<file path="src/scaler_pkg.sv">
package scaler_pkg;

  typedef logic [23:0] pixel_t;    // r, g, b at 8 bits each
  typedef logic [11:0] cnt_t;      // h or v position
  typedef logic [9:0]  buf_addr_t; // pixel slot within a buffered line
  typedef logic [1:0]  page_t;     // line buffer page, only 0..2 in use

  // input video as delivered by the source
  typedef struct packed {
    logic   nvs;
    logic   nhs;
    pixel_t pixel;
  } video_in_t;

  typedef struct packed {
    logic hsync;
    logic vsync;
    logic de;
  } sync_t;

  // one write into the line buffer
  typedef struct packed {
    logic      en;
    page_t     page;
    buf_addr_t addr;
    pixel_t    data;
  } buf_wr_t;

  // input capture window
  localparam int IN_HSTART_D  = 6;
  localparam int IN_HACTIVE_D = 16;
  localparam int IN_VSTART_D  = 3;
  localparam int IN_VACTIVE_D = 8;
  localparam int TRIG_LINES_D = 6;  // input lines before output starts

  localparam int HREP_D = 2;
  localparam int VREP_D = 2;

  // output raster, short lines so several fit in one input line
  localparam int H_SYNC_D  = 4;
  localparam int H_BACK_D  = 6;
  localparam int H_FRONT_D = 4;
  localparam int V_SYNC_D  = 2;
  localparam int V_BACK_D  = 2;
  localparam int V_FRONT_D = 2;

endpackage
</file>
<file path="src/input_capture.sv">
`timescale 1ns/1ps

module input_capture #(
  parameter int IN_HSTART  = scaler_pkg::IN_HSTART_D,
  parameter int IN_HACTIVE = scaler_pkg::IN_HACTIVE_D,
  parameter int IN_VSTART  = scaler_pkg::IN_VSTART_D,
  parameter int IN_VACTIVE = scaler_pkg::IN_VACTIVE_D,
  parameter int TRIG_LINES = scaler_pkg::TRIG_LINES_D
) (
  input  logic                  VCLK_i,
  input  logic                  nRST_i,
  input  scaler_pkg::video_in_t vdata_i,
  input  logic                  vdata_valid_i,
  input  logic                  scaler_nresync_i,
  input  scaler_pkg::page_t     rd_page_i,
  output scaler_pkg::buf_wr_t   buf_wr_o,
  output scaler_pkg::page_t     last_page_o,
  output logic                  run_o
);

  localparam scaler_pkg::cnt_t H_FIRST = scaler_pkg::cnt_t'(IN_HSTART);
  localparam scaler_pkg::cnt_t H_LAST  = scaler_pkg::cnt_t'(IN_HSTART + IN_HACTIVE - 1);
  localparam scaler_pkg::cnt_t V_FIRST = scaler_pkg::cnt_t'(IN_VSTART);
  localparam scaler_pkg::cnt_t V_LAST  = scaler_pkg::cnt_t'(IN_VSTART + IN_VACTIVE - 1);
  localparam scaler_pkg::cnt_t V_TRIG  = scaler_pkg::cnt_t'(TRIG_LINES);
  localparam scaler_pkg::buf_addr_t ADDR_LAST = scaler_pkg::buf_addr_t'(IN_HACTIVE - 1);

  logic nhs_q;
  logic nvs_q;
  logic line_start;
  logic frame_start;
  scaler_pkg::cnt_t hcnt_q;
  scaler_pkg::cnt_t vcnt_q;
  scaler_pkg::cnt_t h_cur;   // position of the sample on the bus now
  scaler_pkg::cnt_t v_cur;
  logic in_win;
  logic first_px;
  scaler_pkg::page_t free_page;
  scaler_pkg::page_t wr_page_q;
  logic wr_en_q;
  scaler_pkg::buf_addr_t wr_addr_q;
  scaler_pkg::pixel_t wr_data_q;
  logic armed_q;

  // the one page neither shown nor last completed
  function automatic scaler_pkg::page_t pick_free(input scaler_pkg::page_t a,
                                                   input scaler_pkg::page_t b);
    scaler_pkg::page_t p;
    if (a != 2'd0 && b != 2'd0)
      p = 2'd0;
    else if (a != 2'd1 && b != 2'd1)
      p = 2'd1;
    else
      p = 2'd2;
    return p;
  endfunction

  assign line_start  = vdata_valid_i & nhs_q & ~vdata_i.nhs;
  assign frame_start = vdata_valid_i & nvs_q & ~vdata_i.nvs;

  assign h_cur = line_start ? '0 : hcnt_q + 1'b1;
  assign v_cur = frame_start ? '0 : (line_start ? vcnt_q + 1'b1 : vcnt_q);

  assign in_win   = (h_cur >= H_FIRST) && (h_cur <= H_LAST) &&
                    (v_cur >= V_FIRST) && (v_cur <= V_LAST);
  assign first_px = in_win && (h_cur == H_FIRST);
  assign free_page = pick_free(last_page_o, rd_page_i);

  always_ff @(posedge VCLK_i or negedge nRST_i) begin
    if (!nRST_i) begin
      nhs_q  <= 1'b0;
      nvs_q  <= 1'b0;
      hcnt_q <= '0;
      vcnt_q <= '0;
    end else if (vdata_valid_i) begin  // stalls freeze everything here
      nhs_q  <= vdata_i.nhs;
      nvs_q  <= vdata_i.nvs;
      hcnt_q <= h_cur;
      vcnt_q <= v_cur;
    end
  end

  always_ff @(posedge VCLK_i or negedge nRST_i) begin
    if (!nRST_i) begin
      wr_en_q     <= 1'b0;
      wr_page_q   <= '0;
      last_page_o <= '0;
    end else begin
      wr_en_q <= vdata_valid_i && in_win;
      if (vdata_valid_i && first_px)
        wr_page_q <= free_page;  // held for the whole line
      if (wr_en_q && wr_addr_q == ADDR_LAST)
        last_page_o <= wr_page_q;
    end
  end

  always_ff @(posedge VCLK_i) begin
    if (vdata_valid_i && in_win) begin
      wr_addr_q <= scaler_pkg::buf_addr_t'(h_cur - H_FIRST);
      wr_data_q <= vdata_i.pixel;
    end
  end

  assign buf_wr_o = '{en: wr_en_q, page: wr_page_q, addr: wr_addr_q, data: wr_data_q};

  // start trigger, needs a fresh frame after reset or resync
  always_ff @(posedge VCLK_i or negedge nRST_i) begin
    if (!nRST_i) begin
      run_o   <= 1'b0;
      armed_q <= 1'b0;
    end else if (!scaler_nresync_i) begin
      run_o   <= 1'b0;
      armed_q <= 1'b0;
    end else begin
      if (frame_start)
        armed_q <= 1'b1;
      if (line_start && armed_q && v_cur == V_TRIG)
        run_o <= 1'b1;
    end
  end

endmodule

</file>
<file path="config.mk">
export PLATFORM = sky130hd
export DESIGN_NAME = input_capture
export DESIGN_NICKNAME = d
export VERILOG_FILES = /design/src/scaler_pkg.sv /design/src/input_capture.sv
export SDC_FILE = /design/constraint.sdc
export NUM_CORES = 1
export LEC_CHECK = 0
export ABC_CLOCK_PERIOD_IN_PS = 5390
export BUFFER_PORTS_ARGS = -buffer_cell sky130_fd_sc_hd__buf_2
export CELL_PAD_IN_SITES_DETAIL_PLACEMENT = 1
export CELL_PAD_IN_SITES_GLOBAL_PLACEMENT = 1
export CORE_MARGIN = 2
export CORE_UTILIZATION = 35
export DETAILED_ROUTE_END_ITERATION = 10
export GPL_TIMING_DRIVEN = 0
export PLACE_DENSITY = 0.66
export SYNTH_ARGS = -nofsm -noshare
export SYNTH_HDL_FRONTEND = slang
export SYNTH_SLANG_ARGS = --single-unit
export TNS_END_PERCENT = 100
</file>
<file path="constraint.sdc">
create_clock -name VCLK_i -period 5.39 [get_ports VCLK_i]
set_input_delay 1.078 -clock VCLK_i [delete_from_list [all_inputs] [get_ports VCLK_i]]
set_output_delay 1.078 -clock VCLK_i [all_outputs]
set_load 0.05 [all_outputs]
</file>
==> impl_table.tex, run 1 <==
\begin{tabular}{lr}
\hline
Metric & Value \\
\hline
\multicolumn{2}{l}{\textbf{Timing}} \\
\quad Post-route setup TNS & 0 ns \\
\quad Transition at the pin with the smallest max-transition slack & 0.9502 ns \\
\quad Unrepaired setup endpoints after global routing & no \\
\quad Tmin final & 3.907 ns \\
\quad Setup skew after layout & 0.01348 ns \\
\quad Hold violation total from the final report & 0 \\
\quad Timing-limited maximum frequency & 255.9 MHz \\
\quad Number of max-slew violations in the final report & 0 \\
\quad Worst slew slack as a fraction of its limit & 36.31\% \\
\quad Total setup violations reported at the end of the flow & 0 \\
\quad Final Cycle Share & 72.49\% \\
\multicolumn{2}{l}{\textbf{Job}} \\
\quad Number of max-cap violations & 0 \\
\multicolumn{2}{l}{\textbf{Floorplan}} \\
\quad Die height & 100.8 um \\
\quad Initial cell density of the core & 35.86\% \\
\quad Core area & 9153 um\^{}2 \\
\quad Area enclosed by the die boundary & 10170 um\^{}2 \\
\quad Rows & 35 \\
\quad X dimension of the die & 100.8 um \\
\quad Count of pins on the block boundary & 72 \\
\multicolumn{2}{l}{\textbf{Pwr}} \\
\quad Cell-internal power & 0.001074 W \\
\quad Net Sw Power & 0.0005501 W \\
\quad Pwr Total & 0.001625 W \\
\quad Sequential power share & 40.8\% \\
\quad Peak supply drop & 149.2 uV \\
\quad Total power divided by cell area & 402.9 nW/um\^{}2 \\
\quad Clock Power Share & 29.2\% \\
\quad Leakage power & 1.685 nW \\
\quad Proportion of total power due to net switching & 33.86\% \\
\quad Combinational group share of total power & 30.0\% \\
\multicolumn{2}{l}{\textbf{Place}} \\
\quad Number of buffer cells added on primary ports & 71 \\
\quad Hpwl dp & 5823 um \\
\quad Instance area after placement & 3807 um\^{}2 \\
\quad Number of placed instances with taps included & 477 \\
\quad RePlAce Congestion & 0.7863 \\
\multicolumn{2}{l}{\textbf{Critical path}} \\
\quad Critical Path Source Type & input pin \\
\quad Sum of buffers and inverters on the critical path & 5 \\
\quad Type of the worst setup path & input pin to flip-flop \\
\quad Data required time of the critical path & 5.43 ns \\
\quad Cell-by-cell listing of the critical path & buf\_2 -> buf\_2 -> inv\_2 -> nor2\_1 -> a41o\_1 -> o22ai\_1 -> nor3\_1 -> nand3\_1 -> nor3\_2 -> buf\_8 -> buf\_6 \\
\quad Maximum cell stage delay along the critical path & 0.74 ns \\
\quad Endpoint type of the worst setup path & flip-flop \\
\quad Worst Path Max Fanout & 13 \\
\quad Crit path max-delay cell type & nor3\_2 \\
\quad Worst endpoint data arrival time & 3.95 ns \\
\quad Family of cells with the greatest summed delay on the critical path & simple AND/OR/NAND/NOR gates \\
\quad Crit path top cell by count & buf\_2 \\
\multicolumn{2}{l}{\textbf{Final layout}} \\
\quad Number of diodes added for antenna fixing & 0 \\
\quad Util after Layout & 44.06\% \\
\quad Layout-stage area growth over the synthesis result & 22.87\% \\
\quad Share of cells above drive strength 1 & 28.80\% \\
\quad Leading cell types in the layout, fill and taps excluded & 75 x buf\_2, 34 x edfxtp\_1, 33 x dfrtp\_1 \\
\quad Post-route non-filler standard cell count & 493 \\
\quad Final instance area & 4033 um\^{}2 \\
\quad Net count reported at finish & 412 \\
\quad Most common cell after layout, fill and taps aside & buf\_2 \\
\multicolumn{2}{l}{\textbf{Clock network}} \\
\quad Clock-pin slew on the worst setup and hold paths & 0.07 ns \\
\quad Bufs on Longest Clock Path & 2 \\
\quad Setup repair bufs after CTS & 0 \\
\quad Number of clock sinks seen by CTS & 67 \\
\quad TritonCTS clock tree & built \\
\quad \# hold bufs at CTS & 0 \\
\quad Root buffer cell & clkbuf\_8 \\
\quad Post-cts resize count & 0 \\
\quad Clock latency of the later-clocked register in the worst-skew pair & 0.34 ns \\
\quad Number of levels in the clock H-tree & 3 \\
\quad Number of buffers created by CTS & 9 \\
\multicolumn{2}{l}{\textbf{Routing}} \\
\quad Detail-routed net length per standard cell & 16.05 um \\
\quad DRC errors left & 0 \\
\quad Routed wire length & 7911 um \\
\quad Vias after detailed routing & 2550 \\
\quad DR pass1 iterations & 4 \\
\quad Via-to-Cell Ratio & 5.172 \\
\quad Number of DRC markers after the initial detailed-route iteration & 66 \\
\quad Number of antenna-violating nets in the routed design & 0 \\
\multicolumn{2}{l}{\textbf{Yosys}} \\
\quad Sequential cell area fraction in the yosys report & 56.27\% \\
\quad Proportion of synthesized flip-flops having asynchronous set or reset & 49.25\% \\
\quad Count of different cell masters after synthesis & 53 \\
\quad Most common flop cell mapped by yosys & edfxtp\_1 \\
\quad Biggest area contributors in the synthesized netlist & edfxtp\_1 31\%, dfrtp\_1 25\%, xnor2\_1 5.3\% \\
\quad Number of standard cells after synthesis & 293 \\
\quad Per-instance average area after synthesis & 11.20 um\^{}2 \\
\quad Number of warnings reported in the yosys synthesis log & 0 \\
\quad Fraction of post-synthesis cell area in the top cell type by area & 31.11\% \\
\quad Number of enable-type register cells in the synthesized netlist & 34 \\
\quad Flop and latch count out of synthesis & 67 \\
\quad Number of nets produced by synthesis & 328 \\
\quad Largest area contributor in the synthesized netlist & edfxtp\_1 \\
\quad Synthesized cell area & 3282 um\^{}2 \\
\multicolumn{2}{l}{\textbf{GRT}} \\
\quad Pin count of the biggest net entering global routing & 34 \\
\quad Vias in the first global route & 2543 \\
\quad Number of antenna violations at the first check in global routing & 0 \\
\quad Global-route wire length before repair & 12510 um \\
\quad Overall fraction of global-route tracks in use & 15.91\% \\
\quad Total grt overflow & 0 \\
\multicolumn{2}{l}{\textbf{Hold path}} \\
\quad Class of the worst hold path & flip-flop to flip-flop \\
\multicolumn{2}{l}{\textbf{Outcome}} \\
\quad Run status & finished, final reports clean \\
\hline
\end{tabular}
layer usage:
layer	track usage (%)	vias up	part of all wire, %	routed length (um)
li1	-	1236	-	-
met1	20.37	1224	46	3646
met2	26.15	78	46	3622
met3	3.259	12	6.1	481
met4	6.744	0	2.0	161
met5	0	-	0	0
registers in the layout (all words and copies together), names as in the netlist:
name,flops
armed_q,1
hcnt_q,12
last_page_o,2
nhs_q,1
nvs_q,1
run_o,1
vcnt_q,12
wr_addr_q,10
wr_data_q,24
wr_en_q,1
wr_page_q,2
final timing paths:
| kind | startpoint | to | slack, ns | cells past startpoint |
|---|---|---|---|---|
| setup reg to reg | hcnt_q[0] | wr_data_q[20] | 1.83 | 8 |
| hold / removal | armed_q | armed_q | 0.51 | 1 |
| hold reg to reg | armed_q | armed_q | 0.51 | 1 |
| setup / recovery | vdata_valid_i | wr_data_q[20] | 1.48 | 11 |
| min in group asynchronous | nRST_i | hcnt_q[3] | 0.82 | 1 |
| max in group asynchronous | nRST_i | wr_page_q[0] | 4.03 | 1 |
synth_stat cells, drive strengths merged (2+ instances only):
library cell and n:
edfxtp 34, dfrtp 33, nor2 28, nand2 26, xnor2 20, o21ai 12, nand3 10, nor3 10
mux2 9, xor2 9, a21oi 8, buf 8, clkbuf 8, inv 8, and3 7, nand4 6
nor4 5, nand4b 4, a22o 3, ha 3, nor2b 3, o22ai 3, o31ai 3, or2 3
or3 3, a211oi 2, a311o 2, a31oi 2, and2 2, nand2b 2, nand3b 2, o32ai 2
cell type report:
class / count / area (um^2)
inverters: 8 / 30.03
fillers: 1027 / 5120
repair buffers: 73 / 381.6
clock buffers: 10 / 137.6
flip-flops and latches: 67 / 1847
multi-input cells: 202 / 1330
plain buffers: 16 / 80.08
clock inverters: 6 / 87.58
well taps: 111 / 138.9
worst register-to-register path, delay by kind of cell (launching register included):
family / cells / cell delay [ns]
AO/OA/AOI/OAI: 2 / 0.43
adder cells (fa/ha/maj): 1 / 0.31
buffers and inverters: 2 / 0.42
flip-flops: 1 / 0.42
AND/OR/NAND/NOR: 3 / 1.68
cell families (layout without fill, tap and decap cells):
group / Yosys count / after routing / synth area share (%)
AND/OR/NAND/NOR: 115 / 115 / 18.79
buffers and inverters: 24 / 113 / 3.355
flip-flops: 67 / 67 / 56.27
XOR/XNOR: 29 / 29 / 7.739
AO/OA/AOI/OAI: 45 / 45 / 9.303
multiplexers: 10 / 10 / 3.393
adder cells (fa/ha/maj): 3 / 3 / 1.144
power by group through the flow:
| stage | combinational [W] | sequential [W] | clock [W] |
|---|---|---|---|
| 6_report | 0.000487 | 0.000664 | 0.000474 |
| 3_5_place_dp | 0.000490 | 0.000674 | 0 |
| 2_1_floorplan | 0.000304 | 0.000731 | 0 |
| 3_3_place_gp | 0.000470 | 0.000674 | 0 |
| 4_1_cts | 0.000492 | 0.000663 | 0.000490 |
| 5_1_grt | 0.000539 | 0.000672 | 0.000507 |
metrics by stage:
step	hold WS [ns]	worst slack, ns
after global placement	0.4777	-1.207
after floorplan	0.4645	0.1961
after global routing	0.5308	1.178
final	0.5058	1.483
after CTS	0.5090	1.447
after detailed placement	0.4908	1.093
Power figures use the tool's default switching activity.
==> run 2: changes to the inputs <==
- ABC_CLOCK_PERIOD_IN_PS: 5390 -> 3630
- clock period: 5.39 -> 3.63 ns (I/O delays scaled with it)
==> impl_table.tex, run 2 (synthesis results as in run 1) <==
\begin{tabular}{lr}
\hline
Metric & Value \\
\hline
\multicolumn{2}{l}{\textbf{Pwr}} \\
\quad Peak supply drop & 249.8 uV (+67\%) \\
\quad Total power divided by cell area & 610.8 nW/um\^{}2 (+52\%) \\
\quad Leakage power & 1.681 nW (-0.25\%) \\
\quad Pwr Total & 0.002471 W (+52\%) \\
\multicolumn{2}{l}{\textbf{Final layout}} \\
\quad Net count reported at finish & 411 (-0.24\%) \\
\quad Layout-stage area growth over the synthesis result & 23.26\% \\
\quad Layout fillers & 1021 (-0.58\%) \\
\quad Number of diodes added for antenna fixing & 0 (unchanged) \\
\quad Regs by FF count & wr\_data\_q x24, hcnt\_q x12, vcnt\_q x12 \\
\quad Leading cell types in the layout, fill and taps excluded & 75 x buf\_2, 34 x edfxtp\_1, 33 x dfrtp\_1 \\
\quad Largest reg by FF count & wr\_data\_q \\
\quad Share of cells above drive strength 1 & 28.35\% (-0.45 points) \\
\quad Util after Layout & 44.20\% (+0.14 points) \\
\quad Most common cell after layout, fill and taps aside & buf\_2 \\
\quad Number of flip-flops in the largest register & 24 (unchanged) \\
\multicolumn{2}{l}{\textbf{GRT}} \\
\quad Pin count of the biggest net entering global routing & 34 (unchanged) \\
\quad Global-route wire length before repair & 13070 um (+4.5\%) \\
\quad Overall fraction of global-route tracks in use & 16.71\% (+0.80 points) \\
\quad Vias in the first global route & 2566 (+0.90\%) \\
\quad Number of antenna violations at the first check in global routing & 0 (unchanged) \\
\quad Total grt overflow & 0 (unchanged) \\
\multicolumn{2}{l}{\textbf{Critical path}} \\
\quad Data required time of the critical path & 3.67 ns (-1.76 ns) \\
\quad Worst Path Max Fanout & 23 (+10) \\
\quad Type of the worst setup path & flip-flop to flip-flop \\
\quad Critical Path Source Type & flip-flop \\
\quad First element of the critical path & hcnt\_q[0] \\
\quad Worst r2r src & hcnt\_q[0] \\
\quad Worst endpoint data arrival time & 3.28 ns (-0.67 ns) \\
\quad Endpoint type of the worst setup path & flip-flop \\
\multicolumn{2}{l}{\textbf{Routing}} \\
\quad Number of DRC markers after the initial detailed-route iteration & 85 (+29\%) \\
\quad Routed wire length & 7996 um (+1.1\%) \\
\quad Vias after detailed routing & 2538 (-0.47\%) \\
\quad Detail-routed net length per standard cell & 16.25 um (+1.3\%) \\
\quad DR pass1 iterations & 5 (+1) \\
\quad Via-to-Cell Ratio & 5.159 (-0.27\%) \\
\quad Number of antenna-violating nets in the routed design & 0 (unchanged) \\
\quad DRC errors left & 0 (unchanged) \\
\multicolumn{2}{l}{\textbf{Floorplan}} \\
\quad Rows & 35 (unchanged) \\
\quad Area enclosed by the die boundary & 10170 um\^{}2 (unchanged) \\
\quad X dimension of the die & 100.8 um (unchanged) \\
\quad Die height & 100.8 um (unchanged) \\
\quad Initial cell density of the core & 35.86\% (unchanged) \\
\quad Core area & 9153 um\^{}2 (unchanged) \\
\quad Count of pins on the block boundary & 72 (unchanged) \\
\multicolumn{2}{l}{\textbf{Clock network}} \\
\quad Number of clock sinks seen by CTS & 67 (unchanged) \\
\quad Clock latency of the later-clocked register in the worst-skew pair & 0.35 ns (about the same) \\
\quad TritonCTS clock tree & built \\
\quad Bufs on Longest Clock Path & 2 (unchanged) \\
\quad Number of levels in the clock H-tree & 3 (unchanged) \\
\quad Clock-pin slew on the worst setup and hold paths & 0.08 ns (about the same) \\
\quad Number of buffers created by CTS & 9 (unchanged) \\
\quad Setup repair bufs after CTS & 0 (unchanged) \\
\quad Root buffer cell & clkbuf\_8 \\
\quad \# hold bufs at CTS & 0 (unchanged) \\
\quad Post-cts resize count & 0 (unchanged) \\
\multicolumn{2}{l}{\textbf{Job}} \\
\quad Number of max-cap violations & 0 (unchanged) \\
\multicolumn{2}{l}{\textbf{Place}} \\
\quad Hpwl dp & 5836 um (+0.22\%) \\
\quad Number of buffer cells added on primary ports & 71 (unchanged) \\
\quad RePlAce Congestion & 0.8550 (+8.7\%) \\
\multicolumn{2}{l}{\textbf{Timing}} \\
\quad Hold violation total from the final report & 0 (unchanged) \\
\quad Timing-limited maximum frequency & 308.1 MHz \\
\quad Tmin final & 3.246 ns \\
\quad Final Cycle Share & 89.41\% \\
\quad Total setup violations reported at the end of the flow & 0 (unchanged) \\
\quad Transition at the pin with the smallest max-transition slack & 0.7766 ns (-0.1736 ns) \\
\quad Number of max-slew violations in the final report & 0 (unchanged) \\
\quad Setup skew after layout & 0.01127 ns (-0.002211 ns) \\
\quad Unrepaired setup endpoints after global routing & no \\
\quad Worst slew slack as a fraction of its limit & 48.23\% (+12 points) \\
\multicolumn{2}{l}{\textbf{Hold path}} \\
\quad Class of the worst hold path & input pin to asynchronous set/reset pin \\
\multicolumn{2}{l}{\textbf{Outcome}} \\
\quad Run status & finished, final reports clean \\
\hline
\end{tabular}
-- run 2: area by class of cell --
cell class | count | area (um^2) | area share [%]
Timing Repair Buffer | 72 | 370.4 | 9.156
Sequential cell | 67 | 1847 | 45.65
Inverter | 8 | 30.03 | 0.7423
Buffer | 16 | 80.08 | 1.980
Multi-Input combinational cell | 202 | 1336 | 33.03
Clock buffer | 10 | 127.6 | 3.155
Tap cell | 111 | 138.9 | 3.433
Clock inverter | 6 | 115.1 | 2.846
-- run 2: where the power goes --
group,leakage (nW),switching (W),internal [W]
clock,0.117,0.000301,0.000459
combinational,0.812,0.000457,0.000268
sequential,0.752,0.0000678,0.000918
total,1.68,0.000826,0.00165
-- run 2: layer usage --
metal  global-route usage [%]  vias up  wire length [um]
li1                         -     1233                 -
met1                    21.44     1220              3784
met2                    27.23       80              3608
met3                    5.201        5               543
met4                    4.742        0                60
met5                        0        -                 0
-- run 2: worst max-delay path, cell delays in order (launching register included) --
cell,delay (ns)
dfrtp_1,0.41
ha_1,0.29
nand4_1,0.26
o21ai_0,0.24
a21oi_1,0.21
or4_4,0.63
nor3_4,0.60
buf_8,0.28
-- run 2: through the flow --
step | setup slack [ns] | setup TNS [ns] | area [um^2] | cells | hold slack (ns)
2_1_floorplan | 0.3466 | 0 | 3293 | 293 | 0.4304
3_3_place_gp | -0.4435 | -15.31 | 3787 | 475 | 0.4859
3_5_place_dp | -0.04033 | -0.9116 | 3802 | 476 | 0.4973
4_1_cts | 0.2812 | 0 | 4045 | 492 | 0.4803
5_1_grt | 0.07213 | 0 | 4045 | 492 | 0.5115
6_report | 0.3845 | 0 | 4045 | 492 | 0.4476
-- run 2: worst paths after layout --
kind,slack (ns),cells past startpoint,endpoint
worst max-delay path,0.38,7,wr_data_q[4]
worst min-delay path,0.45,1,hcnt_q[2]
worst max register to register,0.38,7,wr_data_q[4]
worst min register to register,0.51,1,nvs_q
max in group asynchronous,2.67,1,vcnt_q[11]
min in group VCLK_i,0.51,1,nvs_q
==> run 3: changes to the inputs <==
- CORE_UTILIZATION: 35 -> 42
- PLACE_DENSITY: 0.66 -> 0.77
==> impl_table.tex, run 3 (synthesis results as in run 1) <==
\begin{tabular}{lr}
\hline
Metric & Value \\
\hline
\multicolumn{2}{l}{\textbf{Outcome}} \\
\quad Run status & finished, final reports clean \\
\multicolumn{2}{l}{\textbf{Final layout}} \\
\quad Most common cell after layout, fill and taps aside & buf\_2 \\
\quad Number of diodes added for antenna fixing & 0 (unchanged) \\
\quad Leading cell types in the layout, fill and taps excluded & 75 x buf\_2, 34 x edfxtp\_1, 33 x dfrtp\_1 \\
\quad Number of flip-flops in the largest register & 24 (unchanged) \\
\quad Regs by FF count & wr\_data\_q x24, hcnt\_q x12, vcnt\_q x12 \\
\quad Layout-stage area growth over the synthesis result & 21.24\% \\
\quad Net count reported at finish & 411 (unchanged) \\
\quad Share of cells above drive strength 1 & 28.61\% (+0.26 points) \\
\quad Final instance area & 3979 um\^{}2 (-1.6\%) \\
\quad Largest reg by FF count & wr\_data\_q \\
\quad Layout fillers & 855 (-16\%) \\
\multicolumn{2}{l}{\textbf{Routing}} \\
\quad Number of antenna-violating nets in the routed design & 0 (unchanged) \\
\quad Routed wire length & 7930 um (-0.83\%) \\
\quad DR pass1 iterations & 4 (-1) \\
\quad DRC errors left & 0 (unchanged) \\
\quad Detail-routed net length per standard cell & 16.42 um (+1.0\%) \\
\quad Via-to-Cell Ratio & 5.362 (+4.0\%) \\
\quad Number of DRC markers after the initial detailed-route iteration & 95 (+12\%) \\
\quad Vias after detailed routing & 2590 (+2.0\%) \\
\multicolumn{2}{l}{\textbf{Place}} \\
\quad Number of buffer cells added on primary ports & 71 (unchanged) \\
\quad Hpwl dp & 5961 um (+2.1\%) \\
\quad Instance area after placement & 3804 um\^{}2 (about the same) \\
\quad RePlAce Congestion & 0.7794 (-8.8\%) \\
\multicolumn{2}{l}{\textbf{Floorplan}} \\
\quad Area enclosed by the die boundary & 8537 um\^{}2 (-16\%) \\
\quad X dimension of the die & 92.40 um (-8.4\%) \\
\quad Core area & 7647 um\^{}2 (-16\%) \\
\quad Rows & 32 (-8.6\%) \\
\quad Die height & 92.40 um (-8.4\%) \\
\quad Initial cell density of the core & 42.92\% (+7.1 points) \\
\quad Count of pins on the block boundary & 72 (unchanged) \\
\multicolumn{2}{l}{\textbf{Clock network}} \\
\quad Root buffer cell & clkbuf\_8 \\
\quad \# hold bufs at CTS & 0 (unchanged) \\
\quad Clock latency of the later-clocked register in the worst-skew pair & 0.35 ns (about the same) \\
\quad Clock-pin slew on the worst setup and hold paths & 0.08 ns (about the same) \\
\quad Number of buffers created by CTS & 9 (unchanged) \\
\quad TritonCTS clock tree & built \\
\quad Number of clock sinks seen by CTS & 67 (unchanged) \\
\quad Post-cts resize count & 0 (unchanged) \\
\quad Number of levels in the clock H-tree & 3 (unchanged) \\
\quad Setup repair bufs after CTS & 0 (unchanged) \\
\quad Bufs on Longest Clock Path & 2 (unchanged) \\
\multicolumn{2}{l}{\textbf{GRT}} \\
\quad Met3 Resource Use GR & 3.336\% (-1.9 points) \\
\quad Global routing's busiest layer & met2 \\
\quad GRT met1 Usage & 24.67\% (+3.2 points) \\
\quad Number of antenna violations at the first check in global routing & 0 (unchanged) \\
\quad Vias in the first global route & 2746 (+7.0\%) \\
\quad Overall fraction of global-route tracks in use & 19.48\% (+2.8 points) \\
\quad Total grt overflow & 0 (unchanged) \\
\quad Pin count of the biggest net entering global routing & 34 (unchanged) \\
\quad Global-route wire length before repair & 13080 um (+0.11\%) \\
\quad Met2 usage in global routing & 33.82\% (+6.6 points) \\
\multicolumn{2}{l}{\textbf{Critical path}} \\
\quad Data required time of the critical path & 3.68 ns (about the same) \\
\quad Maximum cell stage delay along the critical path & 0.61 ns (-0.02 ns) \\
\quad Endpoint type of the worst setup path & flip-flop \\
\quad Worst endpoint data arrival time & 3.31 ns (+0.03 ns) \\
\quad Crit path max-delay cell type & or4\_4 \\
\quad Sum of buffers and inverters on the critical path & 1 (unchanged) \\
\quad Family of cells with the greatest summed delay on the critical path & simple AND/OR/NAND/NOR gates \\
\quad Cell-by-cell listing of the critical path & ha\_1 -> nand4\_1 -> o21ai\_0 -> a21oi\_1 -> or4\_4 -> nor3\_4 -> buf\_16 \\
\quad Critical Path Source Type & flip-flop \\
\quad Type of the worst setup path & flip-flop to flip-flop \\
\quad Worst Path Max Fanout & 23 (unchanged) \\
\multicolumn{2}{l}{\textbf{Pwr}} \\
\quad Leakage power & 1.654 nW (-1.6\%) \\
\quad Total power divided by cell area & 574.7 nW/um\^{}2 (-5.9\%) \\
\quad Pwr Total & 0.002287 W (-7.5\%) \\
\quad Peak supply drop & 203.4 uV (-19\%) \\
\multicolumn{2}{l}{\textbf{Timing}} \\
\quad Setup skew after layout & 0.008643 ns (-0.002627 ns) \\
\quad Final Cycle Share & 89.81\% (+0.40 points) \\
\quad Tmin final & 3.260 ns (+0.01469 ns) \\
\quad Unrepaired setup endpoints after global routing & no \\
\quad Hold violation total from the final report & 0 (unchanged) \\
\quad Total setup violations reported at the end of the flow & 0 (unchanged) \\
\quad Transition at the pin with the smallest max-transition slack & 0.7765 ns (-0.00008392 ns) \\
\quad Number of max-slew violations in the final report & 0 (unchanged) \\
\quad Worst slew slack as a fraction of its limit & 48.23\% (about the same) \\
\quad Timing-limited maximum frequency & 306.7 MHz (-0.45\%) \\
\multicolumn{2}{l}{\textbf{Hold path}} \\
\quad Class of the worst hold path & input pin to asynchronous set/reset pin \\
\multicolumn{2}{l}{\textbf{Job}} \\
\quad Number of max-cap violations & 0 (unchanged) \\
\hline
\end{tabular}
==> run 3: worst register-to-register path: cells and delay by family (launching register included) <==
kind | cells | cell delay, ns
simple gates | 3 | 1.51
buf+inv | 1 | 0.25
compound gates | 2 | 0.50
fa+ha+maj | 1 | 0.28
flops | 1 | 0.42
==> run 3: final timing paths <==
| kind | startpoint | endpoint | slack (ns) | cells past startpoint |
|---|---|---|---|---|
| min in group VCLK_i | nvs_q | nvs_q | 0.51 | 1 |
| worst min-delay path | nRST_i | nhs_q | 0.46 | 1 |
| worst min register to register | nvs_q | nvs_q | 0.51 | 1 |
| max in group asynchronous | nRST_i | vcnt_q[0] | 2.68 | 1 |
| worst max register to register | hcnt_q[1] | wr_data_q[14] | 0.37 | 7 |
| worst max-delay path | hcnt_q[1] | wr_data_q[14] | 0.37 | 7 |
==> run 3: power breakdown <==
part | total (W) | switching (W) | internal, W
sequential | 0.000985 | 0.0000668 | 0.000918
clock | 0.000559 | 0.000309 | 0.000251
combinational | 0.000743 | 0.000469 | 0.000274
total | 0.00229 | 0.000844 | 0.00144
==> run 3: through the flow <==
step           utilization [%]  cells  TNS [ns]  hold slack (ns)  setup WS [ns]
4_1_cts                  52.03    483         0           0.4784         0.4058
3_3_place_gp             49.38    466    -10.85           0.4891        -0.3155
3_5_place_dp             49.74    467         0           0.4965        0.09104
6_report                 52.03    483         0           0.4565         0.3698
2_1_floorplan                -    293         0           0.4304         0.3466
5_1_grt                  52.03    483         0           0.5122         0.1288
==> run 3: cell type report <==
class	count	area, um^2	area share [%]
clock inverters	7	51.30	1.289
inverters	8	30.03	0.7547
flip-flops and latches	67	1847	46.42
well taps	102	127.6	3.208
repair buffers	72	382.9	9.623
plain buffers	16	80.08	2.013
multi-input cells	202	1336	33.58
clock buffers	9	123.9	3.113
==> run 3: per-layer routing <==
metal / up-vias / share of wire (%) / wire, um
li1: 1240 / - / -
met1: 1291 / 43 / 3388
met2: 49 / 52 / 4131
met3: 10 / 3.7 / 297
met4: 0 / 1.4 / 112
met5: - / 0 / 0
